==> config.mk <==
export PLATFORM = sky130hd
export DESIGN_NAME = r5p_core
export DESIGN_NICKNAME = d
export VERILOG_FILES = /design/src/design/r5p_pkg.sv /design/src/design/r5p_gpr_if.sv /design/src/design/r5p_dec.sv /design/src/design/r5p_gpr.sv /design/src/design/r5p_alu.sv /design/src/design/r5p_br.sv /design/src/design/r5p_core.sv
export SDC_FILE = /design/constraint.sdc
export NUM_CORES = 2
export LEC_CHECK = 0
export CORE_MARGIN = 1
export CORE_UTILIZATION = 60
export CTS_CLUSTER_SIZE = 20
export DETAILED_ROUTE_END_ITERATION = 16
export DONT_BUFFER_PORTS = 1
export PLACE_DENSITY_LB_ADDON = 0.15
export REMOVE_ABC_BUFFERS = 1
export SKIP_CTS_REPAIR_TIMING = 1
export SYNTH_ARGS = -nofsm -noshare
export SYNTH_HDL_FRONTEND = slang
export SYNTH_SLANG_ARGS = --single-unit
==> constraint.sdc <==
create_clock -name clk -period 37.8 [get_ports clk]
set_clock_uncertainty 0.1 [all_clocks]
set_input_delay 3.78 -clock clk [delete_from_list [all_inputs] [get_ports clk]]
set_output_delay 3.78 -clock clk [all_outputs]
set_load 0.03 [all_outputs]
==> src/design/r5p_pkg.sv <==
`default_nettype none

package r5p_pkg;

  //////////////////////////////
  // word types
  //////////////////////////////

  // register and bus data
  typedef logic [31:0] xw_t;
  // byte address
  typedef logic [31:0] adr_t;
  // raw instruction
  typedef logic [31:0] op32_t;
  // byte lanes of a word
  typedef logic [3:0] sel_t;

  //////////////////////////////
  // datapath selects
  //////////////////////////////

  // first ALU operand
  typedef enum logic [0:0] {
    A1_RS1,
    A1_PC
  } a1_t;

  // second ALU operand
  typedef enum logic [0:0] {
    A2_RS2,
    A2_IMM
  } a2_t;

  // ALU operation, PASS2 forwards operand 2 for LUI
  typedef enum logic [3:0] {
    ADD,
    SUB,
    SLL,
    SLT,
    SLTU,
    XOR,
    SRL,
    SRA,
    OR,
    AND,
    PASS2
  } alu_op_t;

  // branch condition
  typedef enum logic [2:0] {
    BEQ,
    BNE,
    BLT,
    BGE,
    BLTU,
    BGEU,
    JMP,
    NONE
  } br_op_t;

  // next PC source
  typedef enum logic [0:0] {
    PC_PCN,
    PC_ALU
  } pc_t;

  // write-back source
  typedef enum logic [1:0] {
    WB_NONE,
    WB_ALU,
    WB_MEM,
    WB_PCN
  } wb_t;

  // store size
  typedef enum logic [1:0] {
    SZ_B,
    SZ_H,
    SZ_W
  } sz_t;

  //////////////////////////////
  // decoder output
  //////////////////////////////

  typedef struct packed {
    a1_t     a1;
    a2_t     a2;
    alu_op_t alu;
    br_op_t  br;
    pc_t     pc;
    wb_t     wb;
    // load/store enable, write enable, size
    logic    ls_en;
    logic    ls_we;
    sz_t     sz;
    xw_t     imm;
  } ctl_t;

endpackage

`default_nettype wire

==> src/design/r5p_gpr_if.sv <==
`timescale 1ns/1ps
`default_nettype none

interface r5p_gpr_if #(
  parameter int unsigned RF_AW = 5
);

  // read addresses and data
  logic [RF_AW-1:0] rs1;
  logic [RF_AW-1:0] rs2;
  r5p_pkg::xw_t     rd1;
  r5p_pkg::xw_t     rd2;
  // write port
  logic [RF_AW-1:0] rd;
  logic             we;
  r5p_pkg::xw_t     wd;

  // core side drives addresses and write data
  modport core (output rs1, rs2, rd, we, wd, input rd1, rd2);
  // register file side answers the reads
  modport file (input rs1, rs2, rd, we, wd, output rd1, rd2);

endinterface

`default_nettype wire

==> src/design/r5p_dec.sv <==
`timescale 1ns/1ps
`default_nettype none

module r5p_dec (
  input  wire r5p_pkg::op32_t op,
  output r5p_pkg::ctl_t       ctl,
  output logic                ill
);

  // major opcodes of the supported subset
  localparam logic [6:0] OPC_LUI   = 7'b0110111;
  localparam logic [6:0] OPC_AUIPC = 7'b0010111;
  localparam logic [6:0] OPC_JAL   = 7'b1101111;
  localparam logic [6:0] OPC_JALR  = 7'b1100111;
  localparam logic [6:0] OPC_BR    = 7'b1100011;
  localparam logic [6:0] OPC_LD    = 7'b0000011;
  localparam logic [6:0] OPC_ST    = 7'b0100011;
  localparam logic [6:0] OPC_OPI   = 7'b0010011;
  localparam logic [6:0] OPC_OP    = 7'b0110011;

  logic [6:0]        opc;
  logic [2:0]        f3;
  logic [6:0]        f7;
  logic              f7_ok;
  r5p_pkg::alu_op_t  alu_f3;
  r5p_pkg::xw_t      imm_i;
  r5p_pkg::xw_t      imm_s;
  r5p_pkg::xw_t      imm_b;
  r5p_pkg::xw_t      imm_u;
  r5p_pkg::xw_t      imm_j;

  assign opc = op[6:0];
  assign f3  = op[14:12];
  assign f7  = op[31:25];

  //////////////////////////////
  // immediates
  //////////////////////////////

  assign imm_i = {{20{op[31]}}, op[31:20]};
  assign imm_s = {{20{op[31]}}, op[31:25], op[11:7]};
  assign imm_b = {{19{op[31]}}, op[31], op[7], op[30:25], op[11:8], 1'b0};
  assign imm_u = {op[31:12], 12'h000};
  assign imm_j = {{11{op[31]}}, op[31], op[19:12], op[20], op[30:21], 1'b0};

  // funct3 to ALU op, shared by OP and OP-IMM
  always_comb begin
    case (f3)
      3'b000:  alu_f3 = (opc == OPC_OP && f7[5]) ? r5p_pkg::SUB : r5p_pkg::ADD;
      3'b001:  alu_f3 = r5p_pkg::SLL;
      3'b010:  alu_f3 = r5p_pkg::SLT;
      3'b011:  alu_f3 = r5p_pkg::SLTU;
      3'b100:  alu_f3 = r5p_pkg::XOR;
      3'b101:  alu_f3 = f7[5] ? r5p_pkg::SRA : r5p_pkg::SRL;
      3'b110:  alu_f3 = r5p_pkg::OR;
      default: alu_f3 = r5p_pkg::AND;
    endcase
  end

  // funct7 is zero, or 0100000 for SRA and for SUB (OP only)
  assign f7_ok = (f7 == 7'b0000000) ||
                 (f7 == 7'b0100000 && (f3 == 3'b101 || (f3 == 3'b000 && opc == OPC_OP)));

  //////////////////////////////
  // control decode
  //////////////////////////////

  always_comb begin
    // defaults describe a no-op with PC plus 4
    ctl.a1    = r5p_pkg::A1_RS1;
    ctl.a2    = r5p_pkg::A2_IMM;
    ctl.alu   = r5p_pkg::ADD;
    ctl.br    = r5p_pkg::NONE;
    ctl.pc    = r5p_pkg::PC_PCN;
    ctl.wb    = r5p_pkg::WB_NONE;
    ctl.ls_en = 1'b0;
    ctl.ls_we = 1'b0;
    ctl.sz    = r5p_pkg::SZ_W;
    ctl.imm   = imm_i;
    ill       = 1'b0;
    case (opc)
      OPC_LUI: begin
        ctl.alu = r5p_pkg::PASS2;
        ctl.imm = imm_u;
        ctl.wb  = r5p_pkg::WB_ALU;
      end
      OPC_AUIPC: begin
        ctl.a1  = r5p_pkg::A1_PC;
        ctl.imm = imm_u;
        ctl.wb  = r5p_pkg::WB_ALU;
      end
      OPC_JAL: begin
        ctl.a1  = r5p_pkg::A1_PC;
        ctl.imm = imm_j;
        ctl.br  = r5p_pkg::JMP;
        ctl.pc  = r5p_pkg::PC_ALU;
        ctl.wb  = r5p_pkg::WB_PCN;
      end
      OPC_JALR: begin
        ctl.br  = r5p_pkg::JMP;
        ctl.pc  = r5p_pkg::PC_ALU;
        ctl.wb  = r5p_pkg::WB_PCN;
        ill     = (f3 != 3'b000);
      end
      OPC_BR: begin
        // target is PC plus B immediate, compare is on the register values
        ctl.a1  = r5p_pkg::A1_PC;
        ctl.imm = imm_b;
        ctl.pc  = r5p_pkg::PC_ALU;
        case (f3)
          3'b000:  ctl.br = r5p_pkg::BEQ;
          3'b001:  ctl.br = r5p_pkg::BNE;
          3'b100:  ctl.br = r5p_pkg::BLT;
          3'b101:  ctl.br = r5p_pkg::BGE;
          3'b110:  ctl.br = r5p_pkg::BLTU;
          3'b111:  ctl.br = r5p_pkg::BGEU;
          default: ill    = 1'b1;
        endcase
      end
      OPC_LD: begin
        // word loads only
        ctl.ls_en = 1'b1;
        ctl.wb    = r5p_pkg::WB_MEM;
        ill       = (f3 != 3'b010);
      end
      OPC_ST: begin
        ctl.imm   = imm_s;
        ctl.ls_en = 1'b1;
        ctl.ls_we = 1'b1;
        case (f3)
          3'b000:  ctl.sz = r5p_pkg::SZ_B;
          3'b001:  ctl.sz = r5p_pkg::SZ_H;
          3'b010:  ctl.sz = r5p_pkg::SZ_W;
          default: ill    = 1'b1;
        endcase
      end
      OPC_OPI: begin
        ctl.alu = alu_f3;
        ctl.wb  = r5p_pkg::WB_ALU;
        // funct7 only matters for shifts
        ill     = (f3 == 3'b001 || f3 == 3'b101) && !f7_ok;
      end
      OPC_OP: begin
        ctl.a2  = r5p_pkg::A2_RS2;
        ctl.alu = alu_f3;
        ctl.wb  = r5p_pkg::WB_ALU;
        ill     = !f7_ok;
      end
      default: begin
        ill = 1'b1;
      end
    endcase
    // nothing of an illegal word may reach the buses or the file
    if (ill) begin
      ctl.wb    = r5p_pkg::WB_NONE;
      ctl.ls_en = 1'b0;
      ctl.ls_we = 1'b0;
      ctl.br    = r5p_pkg::NONE;
      ctl.pc    = r5p_pkg::PC_PCN;
    end
  end

endmodule

`default_nettype wire

==> src/design/r5p_gpr.sv <==
`timescale 1ns/1ps
`default_nettype none

module r5p_gpr #(
  parameter int unsigned RF_AW = 5
)(
  input wire logic clk,
  input wire logic rst,
  r5p_gpr_if.file  bus
);

  localparam int unsigned NR = 2**RF_AW;

  r5p_pkg::xw_t regs [NR];

  // single write port, x0 never written
  always_ff @(posedge clk or posedge rst) begin
    if (rst) begin
      for (int i = 0; i < NR; i++) begin
        regs[i] <= '0;
      end
    end else if (bus.we && bus.rd != '0) begin
      regs[bus.rd] <= bus.wd;
    end
  end

  // combinational reads, x0 reads as zero
  assign bus.rd1 = (bus.rs1 == '0) ? '0 : regs[bus.rs1];
  assign bus.rd2 = (bus.rs2 == '0) ? '0 : regs[bus.rs2];

endmodule

`default_nettype wire

==> src/design/r5p_alu.sv <==
`timescale 1ns/1ps
`default_nettype none

module r5p_alu (
  input  wire r5p_pkg::alu_op_t op,
  input  wire r5p_pkg::xw_t     rs1,
  input  wire r5p_pkg::xw_t     rs2,
  output r5p_pkg::xw_t          rd,
  output r5p_pkg::xw_t          sum
);

  logic [4:0] sh;

  // shift amount from the low five bits
  assign sh = rs2[4:0];

  // plain adder, also feeds branch targets and load/store addresses
  assign sum = rs1 + rs2;

  always_comb begin
    case (op)
      r5p_pkg::ADD:   rd = sum;
      r5p_pkg::SUB:   rd = rs1 - rs2;
      r5p_pkg::SLL:   rd = rs1 << sh;
      r5p_pkg::SLT:   rd = {31'd0, $signed(rs1) < $signed(rs2)};
      r5p_pkg::SLTU:  rd = {31'd0, rs1 < rs2};
      r5p_pkg::XOR:   rd = rs1 ^ rs2;
      r5p_pkg::SRL:   rd = rs1 >> sh;
      // arithmetic shift keeps the sign
      r5p_pkg::SRA:   rd = $unsigned($signed(rs1) >>> sh);
      r5p_pkg::OR:    rd = rs1 | rs2;
      r5p_pkg::AND:   rd = rs1 & rs2;
      r5p_pkg::PASS2: rd = rs2;
      default:        rd = sum;
    endcase
  end

endmodule

`default_nettype wire

==> src/design/r5p_br.sv <==
`timescale 1ns/1ps
`default_nettype none

module r5p_br (
  input  wire r5p_pkg::br_op_t op,
  input  wire r5p_pkg::xw_t    rs1,
  input  wire r5p_pkg::xw_t    rs2,
  output logic                 tkn
);

  logic eq;
  logic lt;
  logic ltu;

  assign eq  = (rs1 == rs2);
  assign lt  = ($signed(rs1) < $signed(rs2));
  assign ltu = (rs1 < rs2);

  always_comb begin
    case (op)
      r5p_pkg::BEQ:  tkn = eq;
      r5p_pkg::BNE:  tkn = !eq;
      r5p_pkg::BLT:  tkn = lt;
      r5p_pkg::BGE:  tkn = !lt;
      r5p_pkg::BLTU: tkn = ltu;
      r5p_pkg::BGEU: tkn = !ltu;
      // jumps always go
      r5p_pkg::JMP:  tkn = 1'b1;
      default:       tkn = 1'b0;
    endcase
  end

endmodule

`default_nettype wire

==> src/design/r5p_core.sv <==
`timescale 1ns/1ps
`default_nettype none

module r5p_core #(
  parameter r5p_pkg::adr_t PC0   = 32'h0000_0000,
  parameter int unsigned   RF_AW = 5
)(
  input  wire logic            clk,
  input  wire logic            rst,
  // program bus
  output logic                 if_req,
  output r5p_pkg::adr_t        if_adr,
  input  wire r5p_pkg::op32_t  if_rdt,
  input  wire logic            if_ack,
  // load/store bus
  output logic                 ls_req,
  output logic                 ls_wen,
  output r5p_pkg::adr_t        ls_adr,
  output r5p_pkg::sel_t        ls_sel,
  output r5p_pkg::xw_t         ls_wdt,
  input  wire r5p_pkg::xw_t    ls_rdt,
  input  wire logic            ls_ack
);

  // fetch and retire
  logic          vld;
  logic          retire;
  r5p_pkg::adr_t pc;
  r5p_pkg::adr_t pc4;
  r5p_pkg::adr_t pc_nxt;
  // decode
  r5p_pkg::ctl_t ctl;
  logic          ill;
  logic          tkn;
  // execute
  r5p_pkg::xw_t  alu_rs1;
  r5p_pkg::xw_t  alu_rs2;
  r5p_pkg::xw_t  alu_rd;
  r5p_pkg::xw_t  alu_sum;
  // byte offset inside the word
  logic [1:0]    bo;

  r5p_gpr_if #(.RF_AW(RF_AW)) gpr_bus ();

  //////////////////////////////
  // fetch and program counter
  //////////////////////////////

  // request rises in the first cycle out of reset
  always_ff @(posedge clk or posedge rst) begin
    if (rst) begin
      if_req <= 1'b0;
    end else begin
      if_req <= 1'b1;
    end
  end

  assign if_adr = pc;
  assign vld    = if_req & if_ack;
  // a data access holds the instruction until acknowledged
  assign retire = vld & (~ls_req | ls_ack);
  assign pc4    = pc + 32'd4;

  // taken branch or jump goes to the adder, bit 0 dropped for JALR
  always_comb begin
    if (!ill && ctl.pc == r5p_pkg::PC_ALU && tkn) begin
      pc_nxt = {alu_sum[31:1], 1'b0};
    end else begin
      pc_nxt = pc4;
    end
  end

  always_ff @(posedge clk or posedge rst) begin
    if (rst) begin
      pc <= PC0;
    end else if (retire) begin
      pc <= pc_nxt;
    end
  end

  //////////////////////////////
  // decode and registers
  //////////////////////////////

  r5p_dec dec_i (
    .op  (if_rdt),
    .ctl (ctl),
    .ill (ill)
  );

  assign gpr_bus.rs1 = if_rdt[15 +: RF_AW];
  assign gpr_bus.rs2 = if_rdt[20 +: RF_AW];
  assign gpr_bus.rd  = if_rdt[7 +: RF_AW];
  // file written only at retire
  assign gpr_bus.we  = retire & ~ill & (ctl.wb != r5p_pkg::WB_NONE);

  // write-back select
  always_comb begin
    case (ctl.wb)
      r5p_pkg::WB_ALU: gpr_bus.wd = alu_rd;
      r5p_pkg::WB_MEM: gpr_bus.wd = ls_rdt;
      r5p_pkg::WB_PCN: gpr_bus.wd = pc4;
      default:         gpr_bus.wd = '0;
    endcase
  end

  r5p_gpr #(
    .RF_AW (RF_AW)
  ) gpr_i (
    .clk (clk),
    .rst (rst),
    .bus (gpr_bus)
  );

  //////////////////////////////
  // execute
  //////////////////////////////

  // operand muxes
  always_comb begin
    case (ctl.a1)
      r5p_pkg::A1_PC: alu_rs1 = pc;
      default:        alu_rs1 = gpr_bus.rd1;
    endcase
    case (ctl.a2)
      r5p_pkg::A2_IMM: alu_rs2 = ctl.imm;
      default:         alu_rs2 = gpr_bus.rd2;
    endcase
  end

  r5p_alu alu_i (
    .op  (ctl.alu),
    .rs1 (alu_rs1),
    .rs2 (alu_rs2),
    .rd  (alu_rd),
    .sum (alu_sum)
  );

  // compare always on register values
  r5p_br br_i (
    .op  (ctl.br),
    .rs1 (gpr_bus.rd1),
    .rs2 (gpr_bus.rd2),
    .tkn (tkn)
  );

  //////////////////////////////
  // load/store
  //////////////////////////////

  assign ls_req = vld & ctl.ls_en & ~ill;
  assign ls_wen = ls_req & ctl.ls_we;
  // word aligned address, lanes pick the bytes
  assign ls_adr = {alu_sum[31:2], 2'b00};
  assign bo     = alu_sum[1:0];

  // lanes shifted by the offset, data copied into every lane
  always_comb begin
    case (ctl.sz)
      r5p_pkg::SZ_B: begin
        ls_sel = 4'b0001 << bo;
        ls_wdt = {4{gpr_bus.rd2[7:0]}};
      end
      r5p_pkg::SZ_H: begin
        ls_sel = 4'b0011 << bo;
        ls_wdt = {2{gpr_bus.rd2[15:0]}};
      end
      default: begin
        ls_sel = 4'b1111;
        ls_wdt = gpr_bus.rd2;
      end
    endcase
  end

endmodule

`default_nettype wire

==> results list <==
- Final #Nets: 6366
- After floorplanning, the core was sized to cover 113000 sq um.
- From left edge to right edge, the die measures 339 um.
- Period minus WS final: 14.81 ns
- Top cells by area, synth: dfrtp_1, mux4_2, mux2_2
* Initial Util: between 60% and 70%
* Number of library cell types mapped by synthesis: 115
* Synth top area share: 38.7%
- Global-route met1 utilization: 61.8%
* Combined area of the multi-input logic cells: 38600 sq um
- Clock buffers created by TritonCTS: about 110
- The tree is rooted in a clkbuf_16.
- Highest clock rate: approximately 68 MHz
- The checks that failed: max-slew violations.
* Type of the tightest min-delay check: flip-flop to flip-flop
- Worst Tran Pin Value: 1.50 ns
- Total length of routed wires: approximately 280000 um
- Reg-to-reg critical path startpoint: gpr_i.regs[641]$_DFFE_PP0P_
- The flow ran to the end, but the final reports show violations.
- Iteration count of the initial detailed-routing pass: 8
* Critical path launch point: if_rdt[17]
* Cell depth of the worst min-delay path: 0
- The area growth from synthesis to layout is 6.00%.
- Number of filler cells placed in the layout: 8904
- In this run the count of I/O pins placed on the die edge is 171.
- Global routing consumed, on the met3 layer, 15.9% of the routing resources.
- Setup slack on the worst reg-to-reg path comes out at 29.58 ns.
* Tot GR Track Use: 47.9%
* Dominant cell by count in the synthesized netlist: dfrtp_1
* RD Place Congestion: ~1.1
* Portion of the clock cycle consumed by the worst path in the final layout: 39.2%
* Count of flip-flops with a built-in enable after synthesis: 0
- Clock sink count: 1056
- Once placement completed, the tool counted placed cells totaling between 7000 and 8000.
- For the worst flop-to-flop path, the logic depth is 19.
* Average wire length per cell after detail routing: 35.5 um
- Final HPWL from detailed placement: 177000 um
- Using the TritonRoute via totals, the vias-per-cell ratio works out to between 7 and 8.
* Maximum fanout along the worst path: roughly 150
* RSZ-0062 raised after global routing: no
* Number of port buffers: 0
- GR Overflow Total: 0
* Req. time, crit path: around 34 ns
* Number of hold violations in the final report: 0
* Cell taking the most area after synthesis: dfrtp_1
- Clock latency reported for the late side of the worst-skew pair: between 0.7 and 0.8 ns
- The routed layout has 57700 vias.
* Worst Hold Path EP: gpr_i.regs[1023]$_DFFE_PP0P_
- The commonest cells after synthesis are dfrtp_1, nand2_1, o21ai_0.
- Cell area power density: 37.2 nW/um^2
- Met2 Usage GRT: ~70%
- In the synthesized netlist, the number of instances is between 6000 and 7000.
- Global-route wire length before repair: 399000 um
- The count of nets left with antenna violations once routing finished came out at 0.
* RR Endpoint: gpr_i.regs[59]$_DFFE_PP0P_
* Overall die area: 115000 sq um
- Syn Area/Cell: between 10 and 15 sq um
- In the final timing run, aggregate negative setup slack is 0 ns.
* CTS HTree Levels: 3
- Counting flops with an async set or reset pin after synthesis yields a share of 100%.
- Die Y-Extent: between 300 and 400 um
- IR analysis of the VDD net gives a maximum drop of about 40 uV.
- Headroom to the max-slew limit came out at -0.291%.
* Syn. warnings: 0
* Sequential cell area in the final layout: 26400 sq um
* # rows: 123
- The max-slew violation count was 10.
- Critical path startpoint category: primary input
- Across the run, the number of max-cap violations was 0.
- Entering global routing, the biggest net connects 315 pins.
- Drt first-iter violations: 7419
- Hold Path Origin: gpr_i.regs[1023]$_DFFE_PP0P_
* Non-filler cells, final: 7772
- Clock-pin slew was measured on the worst setup and hold paths at 0.06 ns.
- Sequential-to-total area share from yosys stat: approximately two fifths
- Critical Setup Path Class: primary input to output port
- Number of failing setup endpoints in the final timing report: 0
* Number of antenna violations at the first check in global routing: 17
- Maximum buffer depth of the clock tree: 3
- Top FF cell, synth: dfrtp_1
- Leakage power summed over all cells: about 31 nW
- Arrival time worst endpoint: approximately 11 ns
- Counting flops and latches in the post-synthesis netlist gives roughly 1100.
- TritonCTS clock tree: yes
* Via count of the first global-routing pass: 56100
- The cell area that synthesis handed to floorplanning was 68300 sq um.
- The worst setup path is captured at an output port.
- Cells with a size suffix above 1 make up between 20 and 25% of the layout.
- Number of design rule violations left after detail routing: 0
- Highest-utilization routing layer at the global route stage: met2
per-stage QoR:
stage / power (mW) / util [%] / cell area, sq um / hold slack [ns] / setup slack [ns]
floorplan: 1.40 / - / 65000 / 0.265 / 4.20
global placement: 1.52 / 60.8 / 68500 / 0.276 / 23.45
detailed placement: 1.52 / 60.8 / 68500 / 0.285 / 23.53
CTS: 2.68 / 64.3 / 72400 / 0.299 / 23.50
global route: 2.75 / 64.3 / 72400 / 0.312 / 23.15
finish: 2.69 / 64.3 / 72400 / 0.297 / 22.99
worst max-delay path, cell delays in order:
cell      delay [ns]
or3_2           1.08
buf_4           0.47
o221a_2         0.34
a22oi_1         0.18
o211ai_1        0.16
nor2_1          0.35
ha_1            0.27
inv_1           0.09
fa_1            0.46
o21bai_1        0.15
a21oi_1         0.15
o311a_1         0.44
nor4_1          0.26
a211oi_1        0.08
buf_4           0.20
o41ai_1         1.06
a21oi_1         0.23
xnor2_1         0.93
state kept, by name, summed over array words and instances, names as in the netlist:
name / flops
gpr_i.regs: 1024
if_adr: 31
if_req: 1
area by class of cell:
class,instances,area share (%)
Clock inverter,45,0.810
Sequential cell,1056,36.5
Tap cell,1500,2.59
Multi-Input combinational cell,4728,53.3
Antenna cell,15,0.0518
Inverter,123,0.651
Timing Repair Buffer,146,1.55
Clock buffer,159,4.56
kinds of logic after synthesis:
logic type | after synthesis | share of synthesized area, %
XOR/XNOR | 53 | 0.679
buffers and inverters | 780 | 5.52
other | 2 | 0.0110
AND/OR/NAND/NOR | 1692 | 10.9
multiplexers | 1116 | 26.1
flip-flops | 1056 | 38.7
adder cells (fa/ha/maj) | 132 | 2.44
AO/OA/AOI/OAI | 1731 | 15.8
worst max path at each step:
stage	slack (ns)	end	cells past startpoint
4_1_cts	23.50	ls_adr[26]	18
3_5_place_dp	23.53	ls_adr[26]	18
2_1_floorplan	4.20	gpr_i.regs[0]$_DFFE_PP0P_	1
3_3_place_gp	23.45	ls_adr[26]	18
5_1_grt	23.15	ls_adr[26]	18
6_report	22.99	ls_adr[26]	18
cells in the final DEF (no fill, tap or decap), types with 144 or more instances in the layout:
master   instances
mux4_2         479
mux2_2         377
o21ai_0        714
mux2i_1        248
nor2_1         221
a21oi_1        222
nand2_1        985
buf_4          144
o21ai_1        177
dfrtp_1       1056
where the power goes:
part,internal (mW),switching (mW),total [mW]
logic,0.105,0.241,0.346
registers,1.14,0.0361,1.17
clock network,0.693,0.481,1.17
total,1.93,0.758,2.69
per-layer routing:
layer / part of all wire, % / up-vias
met5: 0.051 / -
met4: 7.7 / 20
met3: 13 / 1102
met2: 43 / 3993
met1: 36 / 29000
li1: - / 23600
No activity file was read; power rests on OpenSTA's default activity.
